### src/verilog/tracker_pkg.sv
package tracker_pkg;

    localparam int TRACKER_ADDR_W = 6;   // 64 entries in the log
    localparam int NOC_W = 64;

    localparam int CHIP_ID_W = 14;
    localparam int COORD_W = 8;
    localparam int FBITS_W = 4;
    localparam int MSG_LEN_W = 8;
    localparam int MSG_TYPE_W = 8;
    localparam int META_FLITS_W = 8;
    localparam int REQ_TYPE_W = 8;

    localparam int TRACKER_FLIT_W = REQ_TYPE_W + 2 * TRACKER_ADDR_W;

    localparam int ROUTING_PAD_W = NOC_W - CHIP_ID_W - 2 * COORD_W - FBITS_W
                                 - MSG_LEN_W - MSG_TYPE_W;
    localparam int MISC_PAD_W = NOC_W - CHIP_ID_W - 2 * COORD_W - FBITS_W - META_FLITS_W;

    localparam logic [MSG_TYPE_W-1:0] TRACKER_MSG = 8'd80;

    typedef enum logic [REQ_TYPE_W-1:0] {
        META_REQ  = 8'd0,
        READ_REQ  = 8'd1,
        META_RESP = 8'd2,
        READ_RESP = 8'd3
    } tracker_req_type;

    typedef enum logic [1:0] {
        HDR_1,
        HDR_2,
        TRACKER,
        DATA
    } flit_sel_e;

    typedef struct packed {
        tracker_req_type             req_type;
        logic [TRACKER_ADDR_W-1:0]   start_addr;
        logic [TRACKER_ADDR_W-1:0]   end_addr;
    } tracker_flit;

    typedef struct packed {
        logic [CHIP_ID_W-1:0]        dst_chip_id;
        logic [COORD_W-1:0]          dst_x_coord;
        logic [COORD_W-1:0]          dst_y_coord;
        logic [FBITS_W-1:0]          dst_fbits;
        logic [MSG_LEN_W-1:0]        msg_len;   // Flits after this one
        logic [MSG_TYPE_W-1:0]       msg_type;
        logic [ROUTING_PAD_W-1:0]    rsvd;
    } routing_hdr_flit;

    typedef struct packed {
        logic [CHIP_ID_W-1:0]        src_chip_id;
        logic [COORD_W-1:0]          src_x_coord;
        logic [COORD_W-1:0]          src_y_coord;
        logic [FBITS_W-1:0]          src_fbits;
        logic [META_FLITS_W-1:0]     metadata_flits;
        logic [MISC_PAD_W-1:0]       rsvd;
    } misc_hdr_flit;

endpackage

### src/verilog/tracker_log_if.sv
`timescale 1ns/1ps

interface tracker_log_if #(
    parameter int ENTRY_W = 128
);

    localparam int FLITS_PER_LINE = (ENTRY_W + tracker_pkg::NOC_W - 1) / tracker_pkg::NOC_W;
    localparam int FLIT_IDX_W = (FLITS_PER_LINE > 1) ? $clog2(FLITS_PER_LINE) : 1;

    logic                                   wr_en;
    logic [tracker_pkg::TRACKER_ADDR_W-1:0] wr_addr;
    logic [ENTRY_W-1:0]                     wr_data;
    logic [tracker_pkg::TRACKER_ADDR_W-1:0] curr_wr_addr;   // Next slot to be written
    logic                                   has_wrapped;

    logic [tracker_pkg::TRACKER_ADDR_W-1:0] rd_addr;
    logic [FLIT_IDX_W-1:0]                  rd_flit;
    logic [tracker_pkg::NOC_W-1:0]          rd_data;

    modport writer (
        output wr_en, wr_addr, wr_data, curr_wr_addr, has_wrapped
    );

    modport ram (
        input  wr_en, wr_addr, wr_data, rd_addr, rd_flit,
        output rd_data
    );

    modport reader (
        output rd_addr, rd_flit,
        input  rd_data, curr_wr_addr, has_wrapped
    );

endinterface

### src/verilog/tracker_log_writer.sv
`timescale 1ns/1ps

module tracker_log_writer #(
    parameter int ENTRY_W = 128
) (
    input  logic                 clk,
    input  logic                 rst_n,

    input  logic                 log_val,
    input  logic [ENTRY_W-1:0]   log_data,

    tracker_log_if.writer        log
);

    logic [tracker_pkg::TRACKER_ADDR_W-1:0] wr_ptr_reg;
    logic                                   wrapped_reg;
    logic                                   ptr_at_end;

    assign ptr_at_end = (wr_ptr_reg == '1);

    always_ff @(posedge clk) begin
        if (!rst_n) begin
            wr_ptr_reg <= '0;
            wrapped_reg <= 1'b0;
        end else if (log_val) begin
            wr_ptr_reg <= wr_ptr_reg + 1'b1;   // Rolls over to 0 after the last slot
            if (ptr_at_end) begin
                wrapped_reg <= 1'b1;   // Stays set until reset
            end
        end
    end

    // The entry lands in the buffer on the same edge that moves the pointer
    assign log.wr_en = log_val;
    assign log.wr_addr = wr_ptr_reg;
    assign log.wr_data = log_data;

    assign log.curr_wr_addr = wr_ptr_reg;
    assign log.has_wrapped = wrapped_reg;

endmodule

### src/flat_wrapper.sv
// flat-port wrapper written by rule: the top's interface ports become plain ports
module tracker_log_writer_flat 
#(
    parameter int ENTRY_W = 128
)
  (clk, rst_n, log_val, log_data, log_wr_en, log_wr_addr, log_wr_data, log_curr_wr_addr, log_has_wrapped);
  tracker_log_if #(.ENTRY_W(ENTRY_W)) log_i ();
  input  logic clk;
  input  logic rst_n;
  input  logic log_val;
  input  logic [ENTRY_W-1:0] log_data;
  output wire logic [$bits(log_i.wr_en)-1:0] log_wr_en;
  output wire logic [$bits(log_i.wr_addr)-1:0] log_wr_addr;
  output wire logic [$bits(log_i.wr_data)-1:0] log_wr_data;
  output wire logic [$bits(log_i.curr_wr_addr)-1:0] log_curr_wr_addr;
  output wire logic [$bits(log_i.has_wrapped)-1:0] log_has_wrapped;
  assign log_wr_en = log_i.wr_en;
  assign log_wr_addr = log_i.wr_addr;
  assign log_wr_data = log_i.wr_data;
  assign log_curr_wr_addr = log_i.curr_wr_addr;
  assign log_has_wrapped = log_i.has_wrapped;
  tracker_log_writer #(.ENTRY_W(ENTRY_W)) u_core (.clk(clk), .rst_n(rst_n), .log_val(log_val), .log_data(log_data), .log(log_i));
endmodule
### config.mk
export PLATFORM = sky130hd
export DESIGN_NAME = tracker_log_writer_flat
export DESIGN_NICKNAME = d
export VERILOG_FILES = /design/src/verilog/tracker_pkg.sv /design/src/verilog/tracker_log_if.sv /design/src/verilog/tracker_log_writer.sv /design/src/flat_wrapper.sv
export SDC_FILE = /design/constraint.sdc
export NUM_CORES = 1
export LEC_CHECK = 0
export BUFFER_PORTS_ARGS = -buffer_cell sky130_fd_sc_hd__buf_2
export CORE_AREA = 2 2 106 108
export CTS_CLUSTER_DIAMETER = 50
export DETAILED_ROUTE_END_ITERATION = 8
export DIE_AREA = 0 0 108 110
export GPL_ROUTABILITY_DRIVEN = 0
export PLACE_DENSITY = 0.53
export SLEW_MARGIN = 20
export SYNTH_ARGS = -nofsm -noshare
export SYNTH_HDL_FRONTEND = slang
export SYNTH_SLANG_ARGS = --single-unit
### constraint.sdc
create_clock -name clk -period 1.17 [get_ports clk]
set_input_delay 0.0585 -clock clk [delete_from_list [all_inputs] [get_ports clk]]
set_output_delay 0.0585 -clock clk [all_outputs]
set_load 0.05 [all_outputs]
; ---- After elaboration in Yosys (flattened, before gate mapping)
; Index checks and enable logic that the tools add are counted.
[word_totals]
regBits = 7
latch_bits = 0
mem_bits_rw = 0
mem_bits_ro = 0
output_inout_bits = 142
wordCells = 5
mem_count = 0
[classes]
addsub = 1
multipliers = 0
div = 0
magnitude_cmp = 0
eq_ne = 1
shift = 0
muxes = 0
n_bitwise = 0
n_reduce_logical = 1
[ops]
columns = op, count
row1 = $add A6 B1 Y6 const B, 1
row2 = $eq A6 B6 Y1 const B, 1
row3 = $reduce_and A2 Y1, 1

; ---- Depth between registers and ports, before layout
[depth]
ltp_word = 2
mapped_depth = 4

; ---- Least setup slack after synthesis
; OpenSTA, ideal clock, no wires.
[synth_path]
path_kind = register -> register
startpoint = register u_core.wr_ptr_reg (netlist bit u_core.log.curr_wr_addr[0])
endpoint = register u_core.wr_ptr_reg (netlist bit u_core.log.curr_wr_addr[4])
t_arrival_ps = 1398
path_slack_ps = -343
stages_incl_launch_ff = 5
path_buffers = 0
period_less_slack_ps = 1513
cell_sequence = dfxtp_1 > ha_1 > nand4_1 > xnor2_1 > and2_1
[synth_via]
elab_chain_cells = 1
[synth_lines]
columns = element, line
row1 = from (decl), tracker_log_writer.sv:15  ; logic [tracker_pkg::TRACKER_ADDR_W-1:0] wr_ptr_reg;
row2 = from (signal assigned), tracker_log_writer.sv:26  ; wr_ptr_reg <= wr_ptr_reg + 1'b1;
row3 = $add A6 B1 Y6, tracker_log_writer.sv:26
; Every way passes these cells.
; A chain may end at the register's enable or synchronous reset.

; ---- Final worst setup path
[layout_path]
startpoint = register u_core.wr_ptr_reg (netlist bit u_core.log.curr_wr_addr[0])
endpoint = register u_core.wr_ptr_reg (netlist bit u_core.log.curr_wr_addr[5])
; Same word-level chain as after synthesis.

==> impl_metrics.yaml <==
run_status:
  outcome: "finished clean"
placed_design:
  port_buffers: 16
  dp_hpwl_um: 1690
  dpl_worst_slack_ns: 0.0858
  dp_cells: 184
logic_synthesis:
  syn-num-nets: 295
  postSynth.asyncResetShare: 0
  synth_ff_type: "dfxtp_1"
  yosysMostFrequentCell: "buf_4"
  synthDistinctLibCells: 16
  ys_ff_latch: 7
  synth_top_area_cell: "buf_4"
  synth_area_leaders: "buf_4 78%, dfxtp_1 11%, xnor2_1 2.0%"
  synth_commonest_cells: "135 x buf_4, 7 x dfxtp_1, 4 x and2_1"
  avgSynthCellArea_um2: 7.99
  ys_seq_area_frac: 0.108
  netlist_instances: 163
  synth_edf_count: 0
  yosys_warnings: 0
  syn-cell-area_um2: 1300
  yosysTopAreaCellShare: 0.778
global_route:
  grt.total_usage: 0.0334
  grt_start_max_net_pins: 8
  top_usage_layer: "met4"
  antenna_found_initial: 0
  grt_pass1_vias: 455
  grt_pass1_wl_um: 2730
  use_met3: 0.0306
  met1_usage: 0.0208
  grt.overflow.total: 0
  met2_usage: 0.0314
sta:
  finClkSkew_ns: 0.00313
  finalHoldViolCount: 0
  hold_ws_ns: 0.117
  max_freq_mhz: 920
  slew_viol_final: 0
  tns_ns: 0
  relSlewSlack: 0.813
  timing.final.crit_share: 0.929
  finalCriticalPeriod_ns: 1.09
  setup_ws_ns: 0.0827
  tightestPinTransition_ns: 0.282
  finalSetupViolCount: 0
  rsz0062_at_grt: "false"
setup_path:
  r2r_cells: 3
  cp.arrival_ns: 1.24
  critPathMaxFanout: 5
  worstPathRequired_ns: 1.33
  rrSetupSlack_ns: 0.08
  r2r-start: "u_core.log.curr_wr_addr[0]"
  crit_path_end_kind: "flop"
  crit_type: "flop to flop"
  worst_r2r_endpoint: "u_core.log.curr_wr_addr[5]"
  critPathLaunchType: "flop"
floorplanning:
  die-height_um: 110
  die_w_um: 108
  row_count: 38
  dieArea_um2: 11900
  start_util: 0.122
  num_io_pins: 273
  core_um2: 10700
worst_hold_path:
  min_path_cells: 0
  worstHoldEndpoint: "log_wr_data[11]"
  hp-class: "primary input to output port"
  min_from: "log_data[11]"
cts:
  cts_buffers: 3
  cts_max_level: 1
  cts_tree: "yes"
  cts.repair.resized: 0
  clkSinkCount: 7
  post_cts_buffers: 0
  clk_pin_slew_ns: 0.04
  clockBufferDepth: 2
  hold_buffers: 0
  cts_root_buffer: "clkbuf_8"
  clk_latency_ns: 0.23
route:
  vias: 418
  avgViaCountPerCell: 2.22
  routed_wl_um: 2180
  ant_nets: 0
  drt_iter0_markers: 35
  routedWlPerCell_um: 11.6
  first_pass_iters: 2
  post-route-drc-count: 0
final_layout:
  syn2layout_area_growth_pct: -53.7
  finalNetCount: 181
  finalCoreUtilization: 0.0564
  final_cells: 188
  fillers: 1253
  regArea_um2: 154
  multiInputGateArea_um2: 149
  diodes: 0
  drive_above_1_share: 0.521
power_and_ir_drop:
  power_density_nw_per_um2: 1160
  p_leak_nw: 0.222
  ir_drop_mv: 0.217
flow_run:
  cap_violations: 0
[cell families after synthesis]
family / share of synthesized area
AND/OR/NAND/NOR: 0.0548
buffers and inverters: 0.778
adder cells (fa/ha/maj): 0.00960
AO/OA/AOI/OAI: 0.0154
XOR/XNOR: 0.0269
multiplexers: 0.00769
flip-flops: 0.108
[critical path: stages (launching register included)]
cell      delay (ns)
dfxtp_4         0.36
nand4_2         0.14
or3_1           0.36
a21boi_1        0.15
[cells in the final DEF (no fill, tap or decap), types with 2 or more instances in the layout]
cell	Yosys	final
nand2_1	3	3
dfxtp_2	0	2
clkbuf_8	0	3
dfxtp_1	7	2
buf_2	0	16
dfxtp_4	0	3
and2_1	4	4
xnor2_1	3	3
[layout make-up]
| class | count | share of cell area |
|---|---|---|
| Tap cell | 140 | 0.290 |
| Multi-Input combinational cell | 21 | 0.247 |
| Sequential cell | 7 | 0.255 |
| Timing Repair Buffer | 16 | 0.133 |
| Clock buffer | 4 | 0.0747 |
[stage by stage]
step | cell area (µm²) | total power (W)
global placement | 558 | 0.000365
CTS | 603 | 0.000719
floorplan | 1320 | 0.00153
detailed placement | 558 | 0.000366
finish | 603 | 0.000702
global route | 603 | 0.000733
[report_power, final]
| part | internal (W) | switching, W | leakage, nW |
|---|---|---|---|
| combinational | 0.0000250 | 0.0000781 | 0.139 |
| clock | 0.000236 | 0.000106 | 0.0228 |
| sequential | 0.000246 | 0.0000107 | 0.0599 |
[sequential cells by signal (all words and copies together), names as in the netlist]
name and count:
u_core.log.has_wrapped 1, u_core.log.curr_wr_addr 6
[routing by layer]
layer,vias to the layer above,share of wire
met5,-,0
met4,0,0.21
met3,54,0.23
met2,72,0.33
met1,158,0.23
li1,134,-
[worst max path at each step]
stage,start,endpoint,slack [ns]
6_report,u_core.log.curr_wr_addr[0],u_core.log.curr_wr_addr[5],0.08
5_1_grt,u_core.log.curr_wr_addr[0],u_core.log.curr_wr_addr[4],0.003
4_1_cts,u_core.log.curr_wr_addr[0],u_core.log.curr_wr_addr[4],0.08
3_5_place_dp,u_core.log.curr_wr_addr[0],u_core.log.curr_wr_addr[4],0.09
3_3_place_gp,u_core.log.curr_wr_addr[0],u_core.log.curr_wr_addr[4],0.09
2_1_floorplan,u_core.log.curr_wr_addr[0],u_core.log.curr_wr_addr[4],0.004
Power figures use the tool's default switching activity.
